## config.mk

```make
export PLATFORM = sky130hd
export DESIGN_NAME = stream_merge_top
export DESIGN_NICKNAME = d
export VERILOG_FILES = /design/src/design/merge_pkg.sv /design/src/design/chan_if.sv /design/src/design/run_control.sv /design/src/design/input_channel.sv /design/src/design/frame_arbiter.sv /design/src/design/merge_fifo.sv /design/src/design/output_control.sv /design/src/design/stream_merge_top.sv
export VERILOG_INCLUDE_DIRS = /design/src /design/src/design
export SDC_FILE = /design/constraint.sdc
export NUM_CORES = 1
export LEC_CHECK = 0
export BUFFER_PORTS_ARGS = -buffer_cell sky130_fd_sc_hd__buf_2
export CAP_MARGIN = 20
export CORE_MARGIN = 5
export CORE_UTILIZATION = 59
export DETAILED_ROUTE_END_ITERATION = 10
export PLACE_DENSITY_LB_ADDON = 0.15
export SLEW_MARGIN = 15
export SYNTH_ARGS = -nofsm -noshare
export SYNTH_HDL_FRONTEND = slang
export SYNTH_SLANG_ARGS = --single-unit
```

## constraint.sdc

```tcl
create_clock -name clk -period 7.78 [get_ports clk]
set_input_delay 1.556 -clock clk [delete_from_list [all_inputs] [get_ports clk]]
set_output_delay 1.556 -clock clk [all_outputs]
set_load 0.005 [all_outputs]
```

## src/design/merge_config.svh

```systemverilog
`ifndef MERGE_CONFIG_SVH
`define MERGE_CONFIG_SVH

// ---- datapath --------
`define MERGE_DATA_WIDTH 40   // bits in one data word

// ---- structure -------
`define MERGE_NUM_IN     3    // number of input ports
`define MERGE_FIFO_DEPTH 8    // fifo entries, keep a power of two

`endif

```

## src/design/merge_pkg.sv

```systemverilog
`include "merge_config.svh"

package merge_pkg;

  // ---- vectors ---------
  typedef logic [`MERGE_DATA_WIDTH-1:0] data_t;      // one payload word
  typedef logic [1:0]                   src_id_t;    // input port index

  // fifo entry is {last, src_id, data}, 43 bits
  typedef logic [`MERGE_DATA_WIDTH+2:0] entry_t;

  // pointer with one extra wrap bit on top of the address
  typedef logic [$clog2(`MERGE_FIFO_DEPTH):0] fifo_ptr_t;

  // ---- enums -----------
  typedef enum logic {
    word_rr    = 1'b0,   // give up grant after every word
    frame_lock = 1'b1    // hold grant until last word of frame
  } arb_mode_e;

  typedef enum logic [1:0] {
    run_idle,            // waiting for proc_req
    run_busy,            // frames in flight
    run_ack              // single proc_ack cycle
  } run_state_e;

endpackage

```

## src/design/chan_if.sv

```systemverilog
`timescale 1ns/1ps

// held word of one input channel, seen by the arbiter
interface chan_if;
  import merge_pkg::*;

  logic  valid;   // register stage holds a word
  data_t data;    // held payload
  logic  last;    // held word closes its frame
  logic  take;    // arbiter moves the word into the fifo this cycle

  // register stage side
  modport chan (output valid, output data, output last, input take);

  // arbiter side
  modport arb (input valid, input data, input last, output take);

endinterface

```

## src/design/run_control.sv

```systemverilog
`timescale 1ns/1ps
`include "merge_config.svh"

module run_control import merge_pkg::*; (
  input  logic                     clk,
  input  logic                     rst_n,
  input  logic                     proc_req,               // start request, idle only
  input  logic                     proc_req_in0_en,
  input  logic                     proc_req_in1_en,
  input  logic                     proc_req_in2_en,
  input  arb_mode_e                proc_req_in0_arb_mode,
  input  arb_mode_e                proc_req_in1_arb_mode,
  input  arb_mode_e                proc_req_in2_arb_mode,
  input  logic                     frame_done,             // last word left the output
  output logic [`MERGE_NUM_IN-1:0] in_en,                  // per input enable for the run
  output arb_mode_e                arb_mode [`MERGE_NUM_IN],
  output logic                     run_start,              // first busy cycle
  output logic                     proc_ack
);

  localparam int cnt_w = $clog2(`MERGE_NUM_IN + 1);  // wide enough for all inputs

  run_state_e              state_q, state_d;
  logic                    run_start_q;
  logic [`MERGE_NUM_IN-1:0] in_en_q;
  arb_mode_e               arb_mode_q [`MERGE_NUM_IN];
  logic [cnt_w-1:0]        frame_cnt_q;                   // finished frames this run
  logic [cnt_w-1:0]        cnt_next;
  logic [cnt_w-1:0]        num_en;                        // frames expected this run

  // ---- frame count -----
  always_comb begin
    num_en = '0;
    for (int i = 0; i < `MERGE_NUM_IN; i++) begin
      num_en = num_en + cnt_w'(in_en_q[i]);
    end
  end

  assign cnt_next = frame_cnt_q + cnt_w'(frame_done);  // count includes this cycle's pulse

  // ---- fsm -------------
  always_comb begin
    state_d = state_q;
    case (state_q)
      run_idle: if (proc_req) state_d = run_busy;
      run_busy: if (cnt_next == num_en) state_d = run_ack;  // zero enables ends at once
      run_ack:  state_d = run_idle;                          // one cycle only
      default:  state_d = run_idle;
    endcase
  end

  always_ff @(posedge clk or negedge rst_n) begin
    if (!rst_n) begin
      state_q     <= run_idle;
      run_start_q <= 1'b0;
      in_en_q     <= '0;
      frame_cnt_q <= '0;
      arb_mode_q  <= '{default: word_rr};
    end else begin
      state_q     <= state_d;
      run_start_q <= (state_q == run_idle) && proc_req;
      if ((state_q == run_idle) && proc_req) begin
        // capture the run configuration
        in_en_q       <= {proc_req_in2_en, proc_req_in1_en, proc_req_in0_en};
        arb_mode_q[0] <= proc_req_in0_arb_mode;
        arb_mode_q[1] <= proc_req_in1_arb_mode;
        arb_mode_q[2] <= proc_req_in2_arb_mode;
        frame_cnt_q   <= '0;
      end else if (state_q == run_busy) begin
        frame_cnt_q <= cnt_next;
        if (state_d == run_ack) in_en_q <= '0;  // run over, close the inputs
      end
    end
  end

  assign in_en     = in_en_q;
  assign arb_mode  = arb_mode_q;
  assign run_start = run_start_q;
  assign proc_ack  = (state_q == run_ack);

endmodule

```

## src/design/input_channel.sv

```systemverilog
`timescale 1ns/1ps

module input_channel import merge_pkg::*; (
  input  logic  clk,
  input  logic  rst_n,
  input  logic  in_en,          // input enabled for this run
  input  logic  in_valid,
  input  data_t in_data,
  input  logic  in_data_last,
  output logic  in_ready,
  chan_if.chan  ch              // held word towards the arbiter
);

  logic  full_q;   // register holds a word
  data_t data_q;
  logic  last_q;
  logic  accept;   // input handshake this cycle

  // ---- handshake -------
  // one word per cycle passes when the held word leaves in the same cycle
  assign in_ready = in_en && (!full_q || ch.take);
  assign accept   = in_valid && in_ready;

  always_ff @(posedge clk or negedge rst_n) begin
    if (!rst_n) begin
      full_q <= 1'b0;
    end else if (accept) begin
      full_q <= 1'b1;            // new word, or replacement of the taken one
    end else if (ch.take) begin
      full_q <= 1'b0;            // drained and nothing new
    end
  end

  // payload only moves on a handshake
  always_ff @(posedge clk) begin
    if (accept) begin
      data_q <= in_data;
      last_q <= in_data_last;
    end
  end

  // ---- to arbiter ------
  assign ch.valid = full_q;
  assign ch.data  = data_q;
  assign ch.last  = last_q;

endmodule

```

## src/design/frame_arbiter.sv

```systemverilog
`timescale 1ns/1ps
`include "merge_config.svh"

module frame_arbiter import merge_pkg::*; (
  input  logic      clk,
  input  logic      rst_n,
  input  logic      run_start,                   // clears the rr pointer
  input  arb_mode_e arb_mode [`MERGE_NUM_IN],
  input  logic      fifo_full,
  chan_if.arb       ch0,
  chan_if.arb       ch1,
  chan_if.arb       ch2,
  output logic      fifo_we,
  output entry_t    fifo_wdata
);

  // pointer value that makes the next search start at input 0
  localparam src_id_t last_id = src_id_t'(`MERGE_NUM_IN - 1);

  logic [`MERGE_NUM_IN-1:0] valid_v;
  logic [`MERGE_NUM_IN-1:0] last_v;
  data_t                    data_a [`MERGE_NUM_IN];

  src_id_t ptr_q;       // last granted input
  logic    lock_q;      // frame_lock grant held
  src_id_t lock_id_q;   // owner of the lock
  logic    gnt_vld;     // some input granted this cycle
  src_id_t gnt_id;
  logic    xfer;        // word moves into the fifo

  // ---- gather channels -
  assign valid_v   = {ch2.valid, ch1.valid, ch0.valid};
  assign last_v    = {ch2.last, ch1.last, ch0.last};
  assign data_a[0] = ch0.data;
  assign data_a[1] = ch1.data;
  assign data_a[2] = ch2.data;

  // ---- grant -----------
  always_comb begin
    int unsigned cand;
    gnt_vld = 1'b0;
    gnt_id  = '0;
    cand    = 0;
    if (lock_q) begin
      // locked owner only, others wait even when valid
      gnt_vld = valid_v[lock_id_q];
      gnt_id  = lock_id_q;
    end else begin
      for (int i = 1; i <= `MERGE_NUM_IN; i++) begin
        cand = (int'(ptr_q) + i) % `MERGE_NUM_IN;  // search after last grant
        if (!gnt_vld && valid_v[cand]) begin
          gnt_vld = 1'b1;
          gnt_id  = src_id_t'(cand);
        end
      end
    end
  end

  assign xfer = gnt_vld && !fifo_full;

  // take and we fall together, only with room in the fifo
  assign ch0.take = xfer && (gnt_id == 2'd0);
  assign ch1.take = xfer && (gnt_id == 2'd1);
  assign ch2.take = xfer && (gnt_id == 2'd2);

  assign fifo_we    = xfer;
  assign fifo_wdata = {last_v[gnt_id], gnt_id, data_a[gnt_id]};  // {last, src, data}

  // ---- state -----------
  always_ff @(posedge clk or negedge rst_n) begin
    if (!rst_n) begin
      ptr_q     <= last_id;
      lock_q    <= 1'b0;
      lock_id_q <= '0;
    end else if (run_start) begin
      ptr_q  <= last_id;   // fresh run starts at input 0
      lock_q <= 1'b0;
    end else if (xfer) begin
      ptr_q     <= gnt_id;
      // frame_lock keeps the grant until the last word is taken
      lock_q    <= (arb_mode[gnt_id] == frame_lock) && !last_v[gnt_id];
      lock_id_q <= gnt_id;
    end
  end

endmodule

```

## src/design/merge_fifo.sv

```systemverilog
`timescale 1ns/1ps
`include "merge_config.svh"

module merge_fifo import merge_pkg::*; (
  input  logic   clk,
  input  logic   rst_n,
  input  logic   fifo_we,       // push, only while not full
  input  entry_t fifo_wdata,
  input  logic   fifo_re,       // pop, only while not empty
  output logic   fifo_full,
  output entry_t fifo_rdata,    // head entry, combinational
  output logic   fifo_empty
);

  localparam int addr_w = $clog2(`MERGE_FIFO_DEPTH);

  entry_t    mem [`MERGE_FIFO_DEPTH];
  fifo_ptr_t wr_ptr_q;   // msb is the wrap bit
  fifo_ptr_t rd_ptr_q;
  logic      do_wr;
  logic      do_rd;

  assign do_wr = fifo_we && !fifo_full;
  assign do_rd = fifo_re && !fifo_empty;

  // ---- pointers --------
  always_ff @(posedge clk or negedge rst_n) begin
    if (!rst_n) begin
      wr_ptr_q <= '0;
      rd_ptr_q <= '0;
    end else begin
      if (do_wr) wr_ptr_q <= wr_ptr_q + 1'b1;
      if (do_rd) rd_ptr_q <= rd_ptr_q + 1'b1;
    end
  end

  // storage
  always_ff @(posedge clk) begin
    if (do_wr) begin
      mem[wr_ptr_q[addr_w-1:0]] <= fifo_wdata;  // readable from next cycle
    end
  end

  // ---- status ----------
  // same address, wrap bits differ -> full; identical -> empty
  assign fifo_full  = (wr_ptr_q[addr_w] != rd_ptr_q[addr_w]) &&
                      (wr_ptr_q[addr_w-1:0] == rd_ptr_q[addr_w-1:0]);
  assign fifo_empty = (wr_ptr_q == rd_ptr_q);

  assign fifo_rdata = mem[rd_ptr_q[addr_w-1:0]];

endmodule

```

## src/design/output_control.sv

```systemverilog
`timescale 1ns/1ps
`include "merge_config.svh"

module output_control import merge_pkg::*; (
  input  logic    clk,
  input  logic    rst_n,
  input  logic    fifo_empty,
  input  entry_t  fifo_rdata,            // {last, src, data}
  input  logic    out_ready,
  output logic    fifo_re,
  output logic    out_valid,
  output data_t   out_data,
  output src_id_t out_data_source_id,
  output logic    out_data_last,
  output logic    frame_done             // last word accepted
);

  logic    valid_q;
  data_t   data_q;
  src_id_t src_q;
  logic    last_q;

  // ---- refill ----------
  // pop when the register is empty or its word leaves this cycle
  assign fifo_re = !fifo_empty && (!valid_q || out_ready);

  always_ff @(posedge clk or negedge rst_n) begin
    if (!rst_n) begin
      valid_q <= 1'b0;
    end else if (fifo_re) begin
      valid_q <= 1'b1;
    end else if (out_ready) begin
      valid_q <= 1'b0;   // word gone, fifo had nothing
    end
  end

  // unpack the head entry into the output register
  always_ff @(posedge clk) begin
    if (fifo_re) begin
      data_q <= fifo_rdata[`MERGE_DATA_WIDTH-1:0];
      src_q  <= fifo_rdata[`MERGE_DATA_WIDTH +: 2];
      last_q <= fifo_rdata[`MERGE_DATA_WIDTH+2];
    end
  end

  // ---- outputs ---------
  assign out_valid          = valid_q;
  assign out_data           = data_q;
  assign out_data_source_id = src_q;
  assign out_data_last      = last_q;

  assign frame_done = valid_q && out_ready && last_q;  // end of one input's frame

endmodule

```

## src/design/stream_merge_top.sv

```systemverilog
`timescale 1ns/1ps
`include "merge_config.svh"

module stream_merge_top import merge_pkg::*; (
  input  logic      clk,
  input  logic      rst_n,
  // run control
  input  logic      proc_req,
  input  logic      proc_req_in0_en,
  input  arb_mode_e proc_req_in0_arb_mode,
  input  logic      proc_req_in1_en,
  input  arb_mode_e proc_req_in1_arb_mode,
  input  logic      proc_req_in2_en,
  input  arb_mode_e proc_req_in2_arb_mode,
  output logic      proc_ack,
  // input 0
  input  logic      in0_valid,
  output logic      in0_ready,
  input  data_t     in0_data,
  input  logic      in0_data_last,
  // input 1
  input  logic      in1_valid,
  output logic      in1_ready,
  input  data_t     in1_data,
  input  logic      in1_data_last,
  // input 2
  input  logic      in2_valid,
  output logic      in2_ready,
  input  data_t     in2_data,
  input  logic      in2_data_last,
  // merged output
  output logic      out_valid,
  input  logic      out_ready,
  output data_t     out_data,
  output src_id_t   out_data_source_id,   // input the word came from
  output logic      out_data_last
);

  logic [`MERGE_NUM_IN-1:0] in_en;
  arb_mode_e                arb_mode [`MERGE_NUM_IN];
  logic                     run_start;
  logic                     frame_done;
  logic                     fifo_we, fifo_re, fifo_full, fifo_empty;
  entry_t                   fifo_wdata, fifo_rdata;

  chan_if ch0_if ();   // held word of each input
  chan_if ch1_if ();
  chan_if ch2_if ();

  run_control run_control_inst (
    .clk, .rst_n, .proc_req,
    .proc_req_in0_en, .proc_req_in1_en, .proc_req_in2_en,
    .proc_req_in0_arb_mode, .proc_req_in1_arb_mode, .proc_req_in2_arb_mode,
    .frame_done, .in_en, .arb_mode, .run_start, .proc_ack
  );

  // ---- input stages ----
  input_channel in_chan0_inst (
    .clk, .rst_n, .in_en(in_en[0]), .in_valid(in0_valid), .in_data(in0_data),
    .in_data_last(in0_data_last), .in_ready(in0_ready), .ch(ch0_if.chan)
  );
  input_channel in_chan1_inst (
    .clk, .rst_n, .in_en(in_en[1]), .in_valid(in1_valid), .in_data(in1_data),
    .in_data_last(in1_data_last), .in_ready(in1_ready), .ch(ch1_if.chan)
  );
  input_channel in_chan2_inst (
    .clk, .rst_n, .in_en(in_en[2]), .in_valid(in2_valid), .in_data(in2_data),
    .in_data_last(in2_data_last), .in_ready(in2_ready), .ch(ch2_if.chan)
  );

  // ---- merge path ------
  frame_arbiter frame_arbiter_inst (
    .clk, .rst_n, .run_start, .arb_mode, .fifo_full,
    .ch0(ch0_if.arb), .ch1(ch1_if.arb), .ch2(ch2_if.arb),
    .fifo_we, .fifo_wdata
  );

  merge_fifo merge_fifo_inst (
    .clk, .rst_n, .fifo_we, .fifo_wdata, .fifo_re,
    .fifo_full, .fifo_rdata, .fifo_empty
  );

  output_control output_control_inst (
    .clk, .rst_n, .fifo_empty, .fifo_rdata, .out_ready, .fifo_re,
    .out_valid, .out_data, .out_data_source_id, .out_data_last, .frame_done
  );

endmodule

```

## Word-level counts from Yosys, hierarchy flattened

Memory sizes are Yosys's and may differ from the RTL's. A register that Yosys moved wholly into a read port is not among the register bits.
Index checks and enable logic that the tools add are counted.

- Input port bits: 136
- Word-level logic and storage cells: 143
- Bits in latches: 0
- Bits in registers: 151
- Bits in read-only memories: 0
- Output and inout port bits: 48
- RAM bits: 344
- Memories: 1

- Div/mod/pow operators: 3
- Muxes and demuxes: 48
- Eq/ne operators: 9
- Bitwise logic cells: 2
- Reduce and logical (&&, ||, !) cells: 44
- Add/subtract/negate cells: 8
- Shift operators: 0
- $mul: 0
- $lt $le $gt $ge: 6

Memory list:

| memory | words | width | read ports | clocked after memory_dff | wr ports | line | source |
|---|---|---|---|---|---|---|---|
| merge_fifo_inst.mem | 8 | 43 | 1 | 1 | 1 | merge_fifo.sv:17 | `` entry_t mem [`MERGE_FIFO_DEPTH]; `` |

Operators with widths:

| kind | number |
|---|---|
| 32-bit by 3-bit < comparator with 1-bit output (second input constant) | 3 |
| 32-bit by 3-bit remainder unit with 32-bit output (second input constant) | 3 |
| 40-bit binary-select mux with 2-bit select | 1 |
| 40-bit two-way mux | 2 |
| 1-bit two-way mux | 25 |
| 1-bit logical AND | 20 |
| 2-bit two-way mux | 10 |
| 2-bit nonzero test | 7 |
| 1-bit binary-select mux with 2-bit select | 6 |
| 1-bit logical NOT | 9 |
| 3-bit two-way mux | 3 |
| 4-bit by 1-bit adder with 4-bit output (second input constant) | 2 |
| 2-bit by 2-bit adder with 3-bit output (second input constant) | 2 |
| 2-bit == test (second input constant) | 3 |
| 2-bit by 3-bit < comparator with 1-bit output (second input constant) | 2 |
| 2-bit by 1-bit adder with 2-bit output | 2 |
| 2-bit by 1-bit == test with 1-bit output (second input constant) | 2 |
| 4-bit == test | 1 |
| 2-bit logical NOT | 2 |
| 1-bit logical OR | 4 |
| 2-bit one-hot mux with 2 select lines | 1 |
| 2-bit AND reduction | 2 |
| 2-bit by 1-bit adder with 3-bit output (second input constant) | 1 |
| 3-bit == test | 1 |
| other kinds (6) | 6 |

## Logic depth before layout (Yosys ltp)

- Word-level depth: 21
- Mapped depth: 12
- Gate-level depth less buffers: 9

## Cells and area by module

Synthesis repeated with hierarchy kept, for this count alone.

- Cell total of the unflattened synthesis: 1000
- Area total of the unflattened synthesis: 20817.5 µm²

By module, submodules not included:

| module | seq. area each (µm²) | area an instance (µm²) | cells an instance | times used |
|---|---|---|---|---|
| merge_fifo | 10530.1 | 13479.2 | 556 | 1 |
| input_channel | 1256.2 | 1300.0 | 47 | 3 |
| frame_arbiter | 126.4 | 1575.3 | 219 | 1 |
| output_control | 1316.3 | 1347.5 | 49 | 1 |
| run_control | 275.3 | 515.5 | 35 | 1 |

## Worst setup path before layout

No wires, ideal clock.

- Kind: flip-flop to flip-flop
- From: reg frame_arbiter_inst.ptr_q[0]
- To: mem merge_fifo_inst.mem[5][0] in the netlist's numbering (enable)
- Stages on the path, launching flop included: 9
- Required time: 7.274 ns
- Period minus slack after synthesis: 5.501 ns
- Path buffers: 1
- Library setup time: 0.506 ns
- Setup slack: 2.279 ns
- Arrival time: 4.996 ns
- Cells stage by stage: dfrtp_1 -> inv_1 -> ha_1 -> clkbuf_1 -> and3b_1 -> or3_1 -> o221ai_1 -> or2_1 -> nor3b_1

- Word-level cells in the longest chain between the ends: 18
- Elaborated cells between the ends (all ways): 26
- Classes of those cells: add/sub (3); div (3); mux (14); reduce/logical (6)

Ends and longest elaborated chain:

| what | line | source |
|---|---|---|
| start, declared | frame_arbiter.sv:24 | `src_id_t ptr_q;` |
| start signal, assigned | frame_arbiter.sv:72 | `ptr_q <= last_id;` |
| start signal, assigned | frame_arbiter.sv:76 | `ptr_q <= last_id;` |
| start signal, assigned | frame_arbiter.sv:79 | `ptr_q <= gnt_id;` |
| 2-bit by 1-bit adder with 3-bit output | frame_arbiter.sv:50 | `` cand = (int'(ptr_q) + i) % `MERGE_NUM_IN; `` |
| 32-bit by 3-bit remainder unit with 32-bit output (no line) | -- |  |
| 1-bit binary-select mux with 2-bit select | frame_arbiter.sv:51 | `if (!gnt_vld && valid_v[cand]) begin` |
| 1-bit two-way mux (implied by the code) | frame_arbiter.sv:51 |  |
| 1-bit two-way mux | frame_arbiter.sv:51 |  |
| 1-bit two-way mux | frame_arbiter.sv:44 | `if (lock_q) begin` |
| 1-bit logical NOT | frame_arbiter.sv:51 |  |
| 1-bit logical AND | frame_arbiter.sv:51 |  |
| [2 not listed] | -- |  |
| 1-bit logical NOT | frame_arbiter.sv:51 |  |
| 1-bit logical AND | frame_arbiter.sv:51 |  |
| 1-bit two-way mux * | frame_arbiter.sv:51 |  |
| 1-bit two-way mux * | frame_arbiter.sv:44 |  |
| 1-bit logical AND * | frame_arbiter.sv:59 | `assign xfer = gnt_vld && !fifo_full;` |
| 1-bit logical AND * | merge_fifo.sv:23 | `assign do_wr = fifo_we && !fifo_full;` |
| 1-bit two-way mux * | merge_fifo.sv:39 | `if (do_wr) begin` |
| 1-bit two-way mux (implied by the code) * | merge_fifo.sv:40 | `mem[wr_ptr_q[addr_w-1:0]] <= fifo_wdata;` |
| end, declared | merge_fifo.sv:17 |  |

Mark *: on every way between the ends. The rest lies on a longest branch, timed or not. The select of a mux whose other input is x is not followed.

## Final worst setup path

- From: reg frame_arbiter_inst.ptr_q[1]
- To: out in0_ready

- Word-level cells in the longest chain between the ends: 18
- Elaborated cells between the ends (all ways): 31
- Classes of those cells: add/sub (3); div (3); mux (16); reduce/logical (9)

Ends and longest elaborated chain:

| what | line | source |
|---|---|---|
| 2-bit by 1-bit adder with 3-bit output | frame_arbiter.sv:50 |  |
| 32-bit by 3-bit remainder unit with 32-bit output (no line) | -- |  |
| 1-bit binary-select mux with 2-bit select | frame_arbiter.sv:51 |  |
| 1-bit two-way mux (implied by the code) | frame_arbiter.sv:51 |  |
| 1-bit two-way mux | frame_arbiter.sv:51 |  |
| 1-bit two-way mux | frame_arbiter.sv:44 |  |
| 1-bit logical NOT | frame_arbiter.sv:51 |  |
| 1-bit logical AND | frame_arbiter.sv:51 |  |
| [2 not listed] | -- |  |
| 1-bit logical NOT | frame_arbiter.sv:51 |  |
| 1-bit logical AND | frame_arbiter.sv:51 |  |
| 2-bit two-way mux or 1-bit two-way mux (tied branches) | frame_arbiter.sv:51 |  |
| 2-bit two-way mux or 1-bit two-way mux (tied branches) | frame_arbiter.sv:44 |  |
| 2-bit logical NOT or 1-bit logical AND (tied branches) | frame_arbiter.sv:62, frame_arbiter.sv:59 |  |
| 1-bit logical AND * | frame_arbiter.sv:62 | `assign ch0.take = xfer && (gnt_id == 2'd0);` |
| 1-bit logical OR * | input_channel.sv:21 | `assign in_ready = in_en && (!full_q \|\| ch.take);` |
| 1-bit logical AND * | input_channel.sv:21 |  |
| end, declared | stream_merge_top.sv:18 | `output logic in0_ready,` |

Marks and branches as above.

==> impl_metrics.toml <==
[status]
outcome = "finished, final reports clean"

[logic_synthesis]
synth.avg_cell_area_um2 = 20.6
ys_warn_count = 0
ys_async_sr_fraction = 0.0520
syn-num-nets = 1148
synth_cell_types = 56
ys_seq_area_frac = 0.776
synth.ff_latch_count = 538
synth_fa_ha_area_frac = 0.00521
ys.flop_type = "edfxtp_1"
syn_area_mm2 = 0.0206
syn_inst = 1004
synth_compound_area_frac = 0.0304
muxShareOfSynthArea = 0.143
synth_top_family_by_area = "multiplexers"
synth-xor-area-share = 0.00552
synthSimpleGateAreaFrac = 0.0273
synth_edf_count = 510

[power_and_ir_drop]
ir_worst_vdd_mv = 0.565
p_leak_nw = 8.31
power_density_mw_per_mm2 = 490
power_mw = 11.7

[sta]
finalCriticalPeriod_ps = 5210
setup_viol = 0
timing.fmax_mhz = 192
clock_skew_ps = 14.7
slew-limit-headroom = 0.305
finalHoldViolations = 0
drv_slew = 0
holdWs_ps = 481
finalCritPeriodShare = 0.670
totalNegativeSetupSlack_ps = 0
rsz0062_at_grt = "false"
worstMarginPinSlew_ps = 1040

[floorplanning]
num_rows = 68
start_util = 0.597
die_h_um = 197
core_mm2 = 0.0345
num_io_pins = 184
die_x_um = 197
die_area_mm2 = 0.0388

[placement]
port_buffers = 183
place.gp.congestion = 0.808
postPlaceCellArea_mm2 = 0.0222
dp_hpwl_mm = 22.2

[detailed_routing]
wire_per_inst_um = 23.0
postRouteAntennaNets = 0
drtIter0Drc = 687
vias = 9819
drt-vias-per-instance = 5.74
drt-total-wl_mm = 39.3
dr.pass1.iters = 5
drc = 0

[layout]
drive_above_1_share = 0.369
layout.nets = 1358
antenna_cells = 0
final_cell_mix = "edfxtp_1 (510), buf_2 (183), mux4_2 (86)"
stdcell_area_mm2 = 0.0239
num-fill-cells = 2242
syn_to_final_growth_pct = 15.7
final_common_cell = "edfxtp_1"

[clocking]
cts_root_buf = "clkbuf_16"
cts_tree = "yes"
post_cts_buffers = 0
clkSinkCount = 538
path_clk_slew_ps = 60
holdBufCountCts = 0
cts_buffers = 51
htree_levels = 2
clk_path_buf_depth = 3
clk-insertion-delay-late_ps = 580
cts_resized = 0

[grt]
grt_start_max_net_pins = 91
grt_pass1_vias = 10500
grt_first_pass_wirelength_mm = 60.8
overflow = 0
track_usage = 0.206
grt_antenna_before_repair = 0

[setup_path]
cp-end-kind = "output port"
required_ps = 6220
path_class = "reg -> out"
crit_fanout = 90
cp.arrival_ps = 3660
start_kind = "flop"

[job]
maxCapViolations = 0

[worst_hold_path]
hold_class = "reg -> reg"
-- cells by family after synthesis --
kind of cell / count (synthesis)
flops: 538
fa+ha+maj: 8
simple gates: 119
buf+inv: 67
compound gates: 79
xor+xnor: 13
mux: 180
-- final cells by class --
| cell class | count | area [um^2] | share of cell area |
|---|---|---|---|
| Sequential cell | 538 | 16000 | 0.671 |
| Multi-Input combinational cell | 399 | 4440 | 0.186 |
| Clock buffer | 60 | 1330 | 0.0558 |
| Timing Repair Buffer | 207 | 1110 | 0.0466 |
| Tap cell | 455 | 569 | 0.0238 |
| Clock inverter | 35 | 332 | 0.0139 |
| Inverter | 17 | 65.1 | 0.00272 |
-- stage by stage --
stage,util,std cells,setup WS [ps]
after floorplan,-,1004,2280
after global placement,0.642,1614,3240
after detailed placement,0.642,1614,3150
after CTS,0.690,1709,2520
after global routing,0.691,1711,2210
final,0.691,1711,2570
-- final timing paths --
| path | from | to | slack [ps] | cells after the start |
|---|---|---|---|---|
| setup reg to reg | frame_arbiter_inst.ptr_q[1]$_DFFE_PN1P_ | in_chan0_inst.ch.data[19]$_DFFE_PP_ | 3910 | 11 |
| hold / removal | run_control_inst.arb_mode[2]$_DFFE_PN0P_ | run_control_inst.arb_mode[2]$_DFFE_PN0P_ | 480 | 2 |
| setup / recovery | frame_arbiter_inst.ptr_q[1]$_DFFE_PN1P_ | in0_ready | 2570 | 10 |
| hold reg to reg | run_control_inst.arb_mode[2]$_DFFE_PN0P_ | run_control_inst.arb_mode[2]$_DFFE_PN0P_ | 480 | 2 |
| min in group asynchronous | rst_n | run_control_inst.in_en[0]$_DFFE_PN0P_ | 1010 | 1 |
| max in group asynchronous | rst_n | merge_fifo_inst.rd_ptr_q[0]$_DFFE_PN0P_ | 6290 | 1 |
-- power by group --
group	total (mW)	switching, mW	internal (mW)
Clock	2.43	1.01	1.42
Sequential	5.32	0.353	4.97
Combinational	3.95	2.32	1.62
-- cell usage after synthesis, drive strengths merged (3+ instances only) --
cell type / instances / area (um^2)
edfxtp: 510 / 15300
mux4: 86 / 1940
nor2: 51 / 191
mux2: 48 / 544
mux2i: 46 / 460
a31o: 40 / 350
clkbuf: 30 / 113
nand2: 28 / 105
dfrtp: 27 / 676
buf: 20 / 88.8
inv: 16 / 60.1
o21ai: 13 / 65.1
xnor2: 10 / 87.6
nor2b: 8 / 50.1
ha: 7 / 87.6
nand2b: 7 / 43.8
a21oi: 5 / 25.0
nor3b: 5 / 37.5
o221ai: 4 / 35.0
nand3: 3 / 15.0
nor3: 3 / 15.0
xor2: 3 / 26.3
-- worst max-delay path, stage by stage, from the launching register on --
cell	delay, ps
dfstp_2	560
ha_1	350
nor2b_1	290
o211ai_1	110
o221ai_1	280
nand2_1	200
clkinv_2	90
buf_4	710
o31a_1	320
nor2b_1	60
buf_2	120
-- metal layers --
metal | wire length [um] | share of wire | vias to the layer above | GRT usage
met5 | 0 | 0 | - | 0
li1 | - | - | 4480 | -
met4 | 711 | 0.018 | 0 | 0.0498
met2 | 20100 | 0.51 | 238 | 0.347
met3 | 2060 | 0.052 | 51 | 0.0336
met1 | 16400 | 0.42 | 5050 | 0.290
-- sequential cells by signal (all words and copies together), names as in the netlist, 2 cells and up --
register / flops
merge_fifo_inst.mem: 344
in_chan0_inst.ch.data: 40
in_chan1_inst.ch.data: 40
in_chan2_inst.ch.data: 40
output_control_inst.out_data: 40
merge_fifo_inst.rd_ptr_q: 4
merge_fifo_inst.wr_ptr_q: 4
run_control_inst.arb_mode: 3
run_control_inst.in_en: 3
frame_arbiter_inst.lock_id_q: 2
frame_arbiter_inst.ptr_q: 2
output_control_inst.out_data_source_id: 2
run_control_inst.frame_cnt_q: 2
run_control_inst.state_q: 2
(Power assumes the default switching activity.)
